[src/verilog/serial_link_defines.svh]
////////////////////
// Size parameters of the serial link
// Included by the packages and by every block that sizes its own registers
////////////////////

`ifndef SERIAL_LINK_DEFINES_SVH
`define SERIAL_LINK_DEFINES_SVH

// Physical link
`define SL_NUM_LANES     4
`define SL_FLIT_BITS     (2 * `SL_NUM_LANES)
`define SL_SLICE_BITS    (`SL_FLIT_BITS - 2)

// Message framing and flow control
`define SL_PAYLOAD_BITS  24
`define SL_NUM_SPLITS    (`SL_PAYLOAD_BITS / `SL_SLICE_BITS)
`define SL_NUM_CREDITS   4
`define SL_FIFO_DEPTH    (`SL_NUM_CREDITS * `SL_NUM_SPLITS)

`endif

[src/verilog/serial_link_pkg.sv]
////////////////////
// Message-level types shared by the SoC-facing side of the link
////////////////////

`default_nettype none

`include "serial_link_defines.svh"

package serial_link_pkg;

  // Kind of message carried over the link
  typedef enum logic [1:0] {
    tag_read  = 2'd0,
    tag_write = 2'd1,
    tag_resp  = 2'd2,
    tag_user  = 2'd3
  } tag_e;

  // One SoC message, data sits in the low bits and leaves the link first
  typedef struct packed {
    tag_e        tag;
    logic [5:0]  addr;
    logic [15:0] data;
  } sl_msg_t;

  // Wide enough to hold the full credit count, zero included
  typedef logic [$clog2(`SL_NUM_CREDITS + 1)-1:0] credit_t;

endpackage

`default_nettype wire

[src/verilog/phy_pkg.sv]
////////////////////
// Flit-level types for the words that travel on the link
// Every word carries its kind in the top bit
////////////////////

`default_nettype none

`include "serial_link_defines.svh"

package phy_pkg;

  typedef enum logic {
    kind_data   = 1'b0,
    kind_credit = 1'b1
  } flit_kind_e;

  // Slice of a message
  typedef struct packed {
    flit_kind_e                kind;
    logic                      last;
    logic [`SL_SLICE_BITS-1:0] slice;
  } data_flit_t;

  // Returned receive slots, counted in whole messages
  typedef struct packed {
    flit_kind_e                kind;
    serial_link_pkg::credit_t  count;
    logic [`SL_FLIT_BITS-2-$bits(serial_link_pkg::credit_t):0] pad;
  } credit_flit_t;

  // One link word seen either way
  typedef union packed {
    data_flit_t   data;
    credit_flit_t credit;
  } phy_word_t;

endpackage

`default_nettype wire

[src/verilog/sl_packetizer.sv]
////////////////////
// Transmit side of the link. Splits messages into data flits, spends
// credits per message and returns freed receive slots as credit flits
////////////////////

`default_nettype none

`include "serial_link_defines.svh"

module sl_packetizer (
  input  wire logic                     clk_i,
  input  wire logic                     rst_i,
  // SoC message input
  input  wire serial_link_pkg::sl_msg_t msg_i,
  input  wire logic                     msg_valid_i,
  output logic                          msg_ready_o,
  // Credits coming back from the far end
  input  wire logic                     credit_valid_i,
  input  wire serial_link_pkg::credit_t credit_cnt_i,
  // Local receive slots freed by the consumer
  input  wire logic                     slot_freed_i,
  // Link output
  output phy_pkg::phy_word_t            phy_o,
  output logic                          phy_valid_o
);

  import serial_link_pkg::*;
  import phy_pkg::*;

  localparam int cnt_bits = $clog2(`SL_NUM_SPLITS);
  localparam logic [cnt_bits-1:0] last_idx = cnt_bits'(`SL_NUM_SPLITS - 1);

  logic [`SL_PAYLOAD_BITS-1:0] shreg;
  logic [cnt_bits-1:0]         split_cnt;
  logic                        busy;
  credit_t                     tx_credits;
  credit_t                     pending;

  logic         accept;
  logic         send_credit;
  logic         send_data;
  logic         last_split;
  data_flit_t   data_flit;
  credit_flit_t credit_flit;

  // Take a new message only when idle and the far end has room
  assign msg_ready_o = ~busy & (tx_credits != '0);
  assign accept      = msg_valid_i & msg_ready_o;

  // Credit return wins the link, data waits one cycle
  assign send_credit = (pending != '0);
  assign send_data   = busy & ~send_credit;
  assign last_split  = (split_cnt == last_idx);

  always_comb begin
    data_flit.kind    = kind_data;
    data_flit.last    = last_split;
    data_flit.slice   = shreg[`SL_SLICE_BITS-1:0];
    credit_flit.kind  = kind_credit;
    credit_flit.count = pending;
    credit_flit.pad   = '0;
  end

  ////////////////////
  // Splitting
  ////////////////////

  always_ff @(posedge clk_i) begin
    if (rst_i) begin
      busy        <= 1'b0;
      split_cnt   <= '0;
      phy_valid_o <= 1'b0;
    end else begin
      phy_valid_o <= send_credit | busy;
      if (accept) begin
        busy <= 1'b1;
      end else if (send_data) begin
        split_cnt <= split_cnt + 1'b1;
        if (last_split) begin
          busy <= 1'b0;
        end
      end
    end
  end

  // Message shift register, lowest slice goes out first
  always_ff @(posedge clk_i) begin
    if (accept) begin
      shreg <= msg_i;
    end else if (send_data) begin
      shreg <= shreg >> `SL_SLICE_BITS;
    end
    if (send_credit) begin
      phy_o.credit <= credit_flit;
    end else begin
      phy_o.data <= data_flit;
    end
  end

  ////////////////////
  // Credit accounting
  ////////////////////

  always_ff @(posedge clk_i) begin
    if (rst_i) begin
      tx_credits <= credit_t'(`SL_NUM_CREDITS);
      pending    <= '0;
    end else begin
      tx_credits <= tx_credits + (credit_valid_i ? credit_cnt_i : credit_t'(0))
                    - credit_t'(accept);
      // Whole pending count leaves in one flit, a new pulse starts the next
      if (send_credit) begin
        pending <= credit_t'(slot_freed_i);
      end else if (slot_freed_i) begin
        pending <= pending + 1'b1;
      end
    end
  end

endmodule

`default_nettype wire

[src/verilog/sl_rx_fifo.sv]
////////////////////
// Receive buffer of the link. Stores data flits for the consumer and
// turns credit flits into a one-cycle credit pulse
////////////////////

`default_nettype none

`include "serial_link_defines.svh"

module sl_rx_fifo (
  input  wire logic                     clk_i,
  input  wire logic                     rst_i,
  // Link input
  input  wire phy_pkg::phy_word_t       phy_i,
  input  wire logic                     phy_valid_i,
  // Credits returned by the far end
  output logic                          credit_valid_o,
  output serial_link_pkg::credit_t      credit_cnt_o,
  // Flits towards the consumer
  output phy_pkg::data_flit_t           flit_o,
  output logic                          flit_valid_o,
  input  wire logic                     flit_pop_i
);

  import phy_pkg::*;

  localparam int ptr_bits = $clog2(`SL_FIFO_DEPTH);
  localparam int cnt_bits = $clog2(`SL_FIFO_DEPTH + 1);

  data_flit_t          mem [`SL_FIFO_DEPTH];
  logic [ptr_bits-1:0] wr_ptr;
  logic [ptr_bits-1:0] rd_ptr;
  logic [cnt_bits-1:0] count;

  logic push;
  logic pop;
  logic is_credit;

  // Kind bit sits in the same place in both views
  assign push      = phy_valid_i & (phy_i.data.kind == kind_data);
  assign is_credit = phy_valid_i & (phy_i.credit.kind == kind_credit);
  assign pop       = flit_pop_i & flit_valid_o;

  assign flit_valid_o = (count != '0);
  assign flit_o       = mem[rd_ptr];

  // Storage
  always_ff @(posedge clk_i) begin
    if (push) begin
      mem[wr_ptr] <= phy_i.data;
    end
  end

  // Pointers wrap on their own, depth is a power of two
  always_ff @(posedge clk_i) begin
    if (rst_i) begin
      wr_ptr <= '0;
      rd_ptr <= '0;
      count  <= '0;
    end else begin
      if (push) begin
        wr_ptr <= wr_ptr + 1'b1;
      end
      if (pop) begin
        rd_ptr <= rd_ptr + 1'b1;
      end
      case ({push, pop})
        2'b10:   count <= count + 1'b1;
        2'b01:   count <= count - 1'b1;
        default: count <= count;
      endcase
    end
  end

  ////////////////////
  // Credit pulse
  ////////////////////

  always_ff @(posedge clk_i) begin
    if (rst_i) begin
      credit_valid_o <= 1'b0;
    end else begin
      credit_valid_o <= is_credit;
    end
  end

  always_ff @(posedge clk_i) begin
    credit_cnt_o <= phy_i.credit.count;
  end

endmodule

`default_nettype wire

[src/verilog/sl_depacketizer.sv]
////////////////////
// Consumer side of the link. Rebuilds messages from flits and holds
// each one until the SoC takes it
////////////////////

`default_nettype none

`include "serial_link_defines.svh"

module sl_depacketizer (
  input  wire logic                     clk_i,
  input  wire logic                     rst_i,
  // Flits from the receive buffer
  input  wire phy_pkg::data_flit_t      flit_i,
  input  wire logic                     flit_valid_i,
  output logic                          flit_pop_o,
  // SoC message output
  output serial_link_pkg::sl_msg_t      msg_o,
  output logic                          msg_valid_o,
  input  wire logic                     msg_ready_i,
  // One pulse per message handed out
  output logic                          slot_freed_o
);

  import serial_link_pkg::*;

  logic [`SL_PAYLOAD_BITS-1:0] asm_q;
  logic [`SL_PAYLOAD_BITS-1:0] asm_next;
  logic                        msg_done;

  // Stall the buffer while a finished message waits
  assign flit_pop_o   = flit_valid_i & ~msg_valid_o;
  assign msg_done     = flit_pop_o & flit_i.last;
  assign slot_freed_o = msg_valid_o & msg_ready_i;

  // New slice enters at the top, first slice ends up lowest
  assign asm_next = {flit_i.slice, asm_q[`SL_PAYLOAD_BITS-1:`SL_SLICE_BITS]};

  ////////////////////
  // Assembly
  ////////////////////

  always_ff @(posedge clk_i) begin
    if (flit_pop_o) begin
      asm_q <= asm_next;
    end
    if (msg_done) begin
      msg_o <= sl_msg_t'(asm_next);
    end
  end

  // Output holding register
  always_ff @(posedge clk_i) begin
    if (rst_i) begin
      msg_valid_o <= 1'b0;
    end else if (msg_done) begin
      msg_valid_o <= 1'b1;
    end else if (slot_freed_o) begin
      msg_valid_o <= 1'b0;
    end
  end

endmodule

`default_nettype wire

[src/verilog/serial_link.sv]
////////////////////
// Serial link top. Packetizer drives the link, receive buffer and
// depacketizer take the incoming link back to messages
////////////////////

`default_nettype none

module serial_link (
  input  wire logic                     clk_i,
  input  wire logic                     rst_i,
  // SoC message input
  input  wire serial_link_pkg::sl_msg_t msg_i,
  input  wire logic                     msg_valid_i,
  output logic                          msg_ready_o,
  // SoC message output
  output serial_link_pkg::sl_msg_t      msg_o,
  output logic                          msg_valid_o,
  input  wire logic                     msg_ready_i,
  // Link
  output phy_pkg::phy_word_t            phy_o,
  output logic                          phy_valid_o,
  input  wire phy_pkg::phy_word_t       phy_i,
  input  wire logic                     phy_valid_i
);

  import serial_link_pkg::*;
  import phy_pkg::*;

  logic       credit_valid;
  credit_t    credit_cnt;
  logic       slot_freed;
  data_flit_t flit;
  logic       flit_valid;
  logic       flit_pop;

  sl_packetizer i_packetizer (
    .clk_i          ( clk_i        ),
    .rst_i          ( rst_i        ),
    .msg_i          ( msg_i        ),
    .msg_valid_i    ( msg_valid_i  ),
    .msg_ready_o    ( msg_ready_o  ),
    .credit_valid_i ( credit_valid ),
    .credit_cnt_i   ( credit_cnt   ),
    .slot_freed_i   ( slot_freed   ),
    .phy_o          ( phy_o        ),
    .phy_valid_o    ( phy_valid_o  )
  );

  sl_rx_fifo i_rx_fifo (
    .clk_i          ( clk_i        ),
    .rst_i          ( rst_i        ),
    .phy_i          ( phy_i        ),
    .phy_valid_i    ( phy_valid_i  ),
    .credit_valid_o ( credit_valid ),
    .credit_cnt_o   ( credit_cnt   ),
    .flit_o         ( flit         ),
    .flit_valid_o   ( flit_valid   ),
    .flit_pop_i     ( flit_pop     )
  );

  sl_depacketizer i_depacketizer (
    .clk_i          ( clk_i        ),
    .rst_i          ( rst_i        ),
    .flit_i         ( flit         ),
    .flit_valid_i   ( flit_valid   ),
    .flit_pop_o     ( flit_pop     ),
    .msg_o          ( msg_o        ),
    .msg_valid_o    ( msg_valid_o  ),
    .msg_ready_i    ( msg_ready_i  ),
    .slot_freed_o   ( slot_freed   )
  );

endmodule

`default_nettype wire

[config.mk]
export PLATFORM = sky130hd
export DESIGN_NAME = serial_link
export DESIGN_NICKNAME = d
export VERILOG_FILES = /design/src/verilog/serial_link_pkg.sv /design/src/verilog/phy_pkg.sv /design/src/verilog/sl_packetizer.sv /design/src/verilog/sl_rx_fifo.sv /design/src/verilog/sl_depacketizer.sv /design/src/verilog/serial_link.sv
export VERILOG_INCLUDE_DIRS = /design/src /design/src/verilog
export SDC_FILE = /design/constraint.sdc
export NUM_CORES = 1
export LEC_CHECK = 0
export BUFFER_PORTS_ARGS = -buffer_cell sky130_fd_sc_hd__buf_2
export CORE_UTILIZATION = 34
export DETAILED_ROUTE_END_ITERATION = 7
export SLEW_MARGIN = 20
export SYNTH_ARGS = -nofsm -noshare
export SYNTH_HDL_FRONTEND = slang
export SYNTH_SLANG_ARGS = --single-unit
[constraint.sdc]
create_clock -name clk_i -period 3.8 [get_ports clk_i]
set_input_delay 0.76 -clock clk_i [delete_from_list [all_inputs] [get_ports clk_i]]
set_output_delay 0.76 -clock clk_i [all_outputs]
set_load 0.02 [all_outputs]
==> results.ini <==
[cts]
clock_latency_ps = 500
cts_max_level = 1
cts_resized = 0
cts_root_buffer = clkbuf_16
cts_buffers = 22
cts_tree = built
clk_pin_slew_ps = 60
post_cts_buffers = 0
clk_path_buf_depth = 3
cts.sinks = 218
postCtsHoldBufs = 0

[pwr]
seqPwrFrac = 0.484
sw_frac_of_total = 0.285
p_comb_frac = 0.238
p_int_uw = 5040
power.share.clock = 0.277
p_leak_uw = 0.00337
power_switching_uw = 2010
power-per-cell-area_mw_per_mm2 = 732
irDropWorstVdd_v = 0.000386

[yosys]
synth-warning-count = 0
synthFlopType = edfxtp_1
synthArstFlopShare = 0
syn-cell-area_mm2 = 0.00822
ys_seq_area_frac = 0.748
synth_edf_count = 178
syn_avg_cell_area_um2 = 18.3
synth-seq-cells = 218
synth_cells = 449
postSynthNetCount = 501
synth.distinct_cells = 41

[floorplan]
rows = 56
fp.coreArea_mm2 = 0.0236
pin_count = 72
die-width_um = 157
dieArea_mm2 = 0.0248
die_h_um = 157
start_util = 0.348

[drt]
routed_via_density = 4.73
drt_iter0_drc = 275
vias = 4109
finalWirelength_um = 14900
first_pass_iters = 4
drc = 0
ant_nets = 0
wl_per_cell_um = 17.2

[setup_path]
arrival_ps = 3070
cpPeakStageDelay_ps = 430
path_class = in -> reg
crit_top_cell = ha_1
slowest_stage = ha_1
end_kind = flop
path_cells = buf_2 -> nor2b_1 -> buf_4 -> inv_2 -> ha_1 -> ha_1 -> nand2_1 -> o311a_1 -> a311oi_1 -> o21ai_0 -> a21oi_1
worstPathRequired_ps = 4210
cp_max_fo = 10
cp-start-kind = input pin

[status]
status = finished, final reports clean

[timing]
finalSetupTns_ps = 0
max_slew_margin = 0.370
max_clock_freq_ghz = 0.376
setup_violations = 0
holdWs_ps = 420
hold_violations = 0
tightestPinTransition_ps = 942
fin_worst_skew_ps = 19.0
drv_slew = 0
period_minus_slack_ps = 2660
grt_setup_unrepaired = no
period_share = 0.700

[grt]
gr-total-overflow = 0
grt.total_usage = 0.122
antenna_found_initial = 1
grt_first_pass_wirelength_um = 22500
grt_max_degree = 29
grt_pass1_vias = 4128

[place]
place_congestion = 0.760
dpl_cell_area_mm2 = 0.00897
hpwlAfterDp_um = 9660
dp.cells = 830
portBuffers = 71

[cells_and_area]
fill_cells = 2110
final_cell_mix = edfxtp_1 (178), buf_2 (71), dfxtp_1 (40)
areaGrowthSynthToFinish_pct = 17.1
final_net_count = 587
drive_gt1_frac = 0.257
finalNonFillerCells = 868
final_common_cell = edfxtp_1
finish.instance_area_mm2 = 0.00963
final_core_util = 0.408

[worst_hold_path]
hold_class = reg -> reg

[job]
drv_cap = 0

[power groups by stage]
stage | Clock, uW | Combinational [uW] | Sequential (uW)
CTS | 2010 | 1700 | 3420
floorplan | 0 | 1010 | 3610
global route | 2100 | 1830 | 3460
global placement | 0 | 1640 | 3440
detailed placement | 0 | 1700 | 3460
finish | 1950 | 1680 | 3410
[final timing paths]
path	startpoint	endpoint	slack, ps	cells after the start
max	phy_i[7]	i_rx_fifo.count[4]	1140	11
min	i_depacketizer.asm_q[6]	i_depacketizer.msg_o[0]	420	0
max reg2reg	i_rx_fifo.count[1]	i_rx_fifo.count[4]	1190	9
min reg2reg	i_depacketizer.asm_q[6]	i_depacketizer.msg_o[0]	420	0
[sequential cells by signal, indices dropped and copies added, names as in the netlist, 2 cells and up, named ones only]
register and flops:
i_packetizer.tx_credits 3, i_rx_fifo.wr_ptr 4, i_packetizer.split_cnt 2, i_rx_fifo.credit_cnt_o 3
i_packetizer.pending 3, i_rx_fifo.count 5, i_rx_fifo.rd_ptr 4, i_depacketizer.asm_q 18
i_depacketizer.msg_o 24, i_packetizer.shreg 24, i_packetizer.phy_o 8, i_rx_fifo.mem 112
[cell usage after synthesis, types with 7 or more instances]
cell | n | share of area
edfxtp_1 | 178 | 0.65
dfxtp_1 | 40 | 0.097
nor2_1 | 33 | 0.015
mux4_2 | 28 | 0.077
nand2_1 | 23 | 0.011
mux2_1 | 18 | 0.025
ha_1 | 14 | 0.021
clkbuf_1 | 12 | 0.0055
inv_1 | 10 | 0.0046
a21oi_1 | 9 | 0.0055
nor3_1 | 8 | 0.0049
and3_1 | 7 | 0.0053
mux4_1 | 7 | 0.022
xor2_1 | 7 | 0.0075
[critical path, delay by kind of cell]
family,cells,cell delay (ps)
simple gates,2,220
compound gates,4,970
fa+ha+maj,2,730
buf+inv,3,390
[metrics by stage]
stage          worst slack (ps)  power, uW
2_1_floorplan               293       4630
3_3_place_gp                905       5080
3_5_place_dp                681       5170
4_1_cts                    1190       7130
5_1_grt                     937       7400
6_report                   1140       7050
[layer usage]
metal | part of all wire | track usage
met5 | 0 | 0
met4 | 0.015 | 0.0324
met3 | 0.051 | 0.0267
met2 | 0.50 | 0.212
met1 | 0.44 | 0.152
[final cells by class]
cell class,count,area (um2),share of cell area
clock buffer,32,619,0.0643
antenna,1,2.50,0.000260
inverter,12,45.0,0.00468
clock inverter,5,33.8,0.00351
timing repair buffer,82,438,0.0455
tap,319,399,0.0415
sequential,218,6150,0.639
multi-input combinational,199,1940,0.202
[kinds of logic (layout without fill, tap and decap cells)]
family                   count (synthesis)  count (layout)  synth area share
AND/OR/NAND/NOR                         93              93            0.0534
flip-flops                             218             218             0.748
buffers and inverters                   32             131            0.0164
XOR/XNOR                                13              13            0.0139
other                                    0               1                 0
adder cells (fa/ha/maj)                 15              15            0.0237
AO/OA/AOI/OAI                           22              22            0.0174
multiplexers                            56              56             0.127
Note: power is estimated with default switching activity, not from simulation.
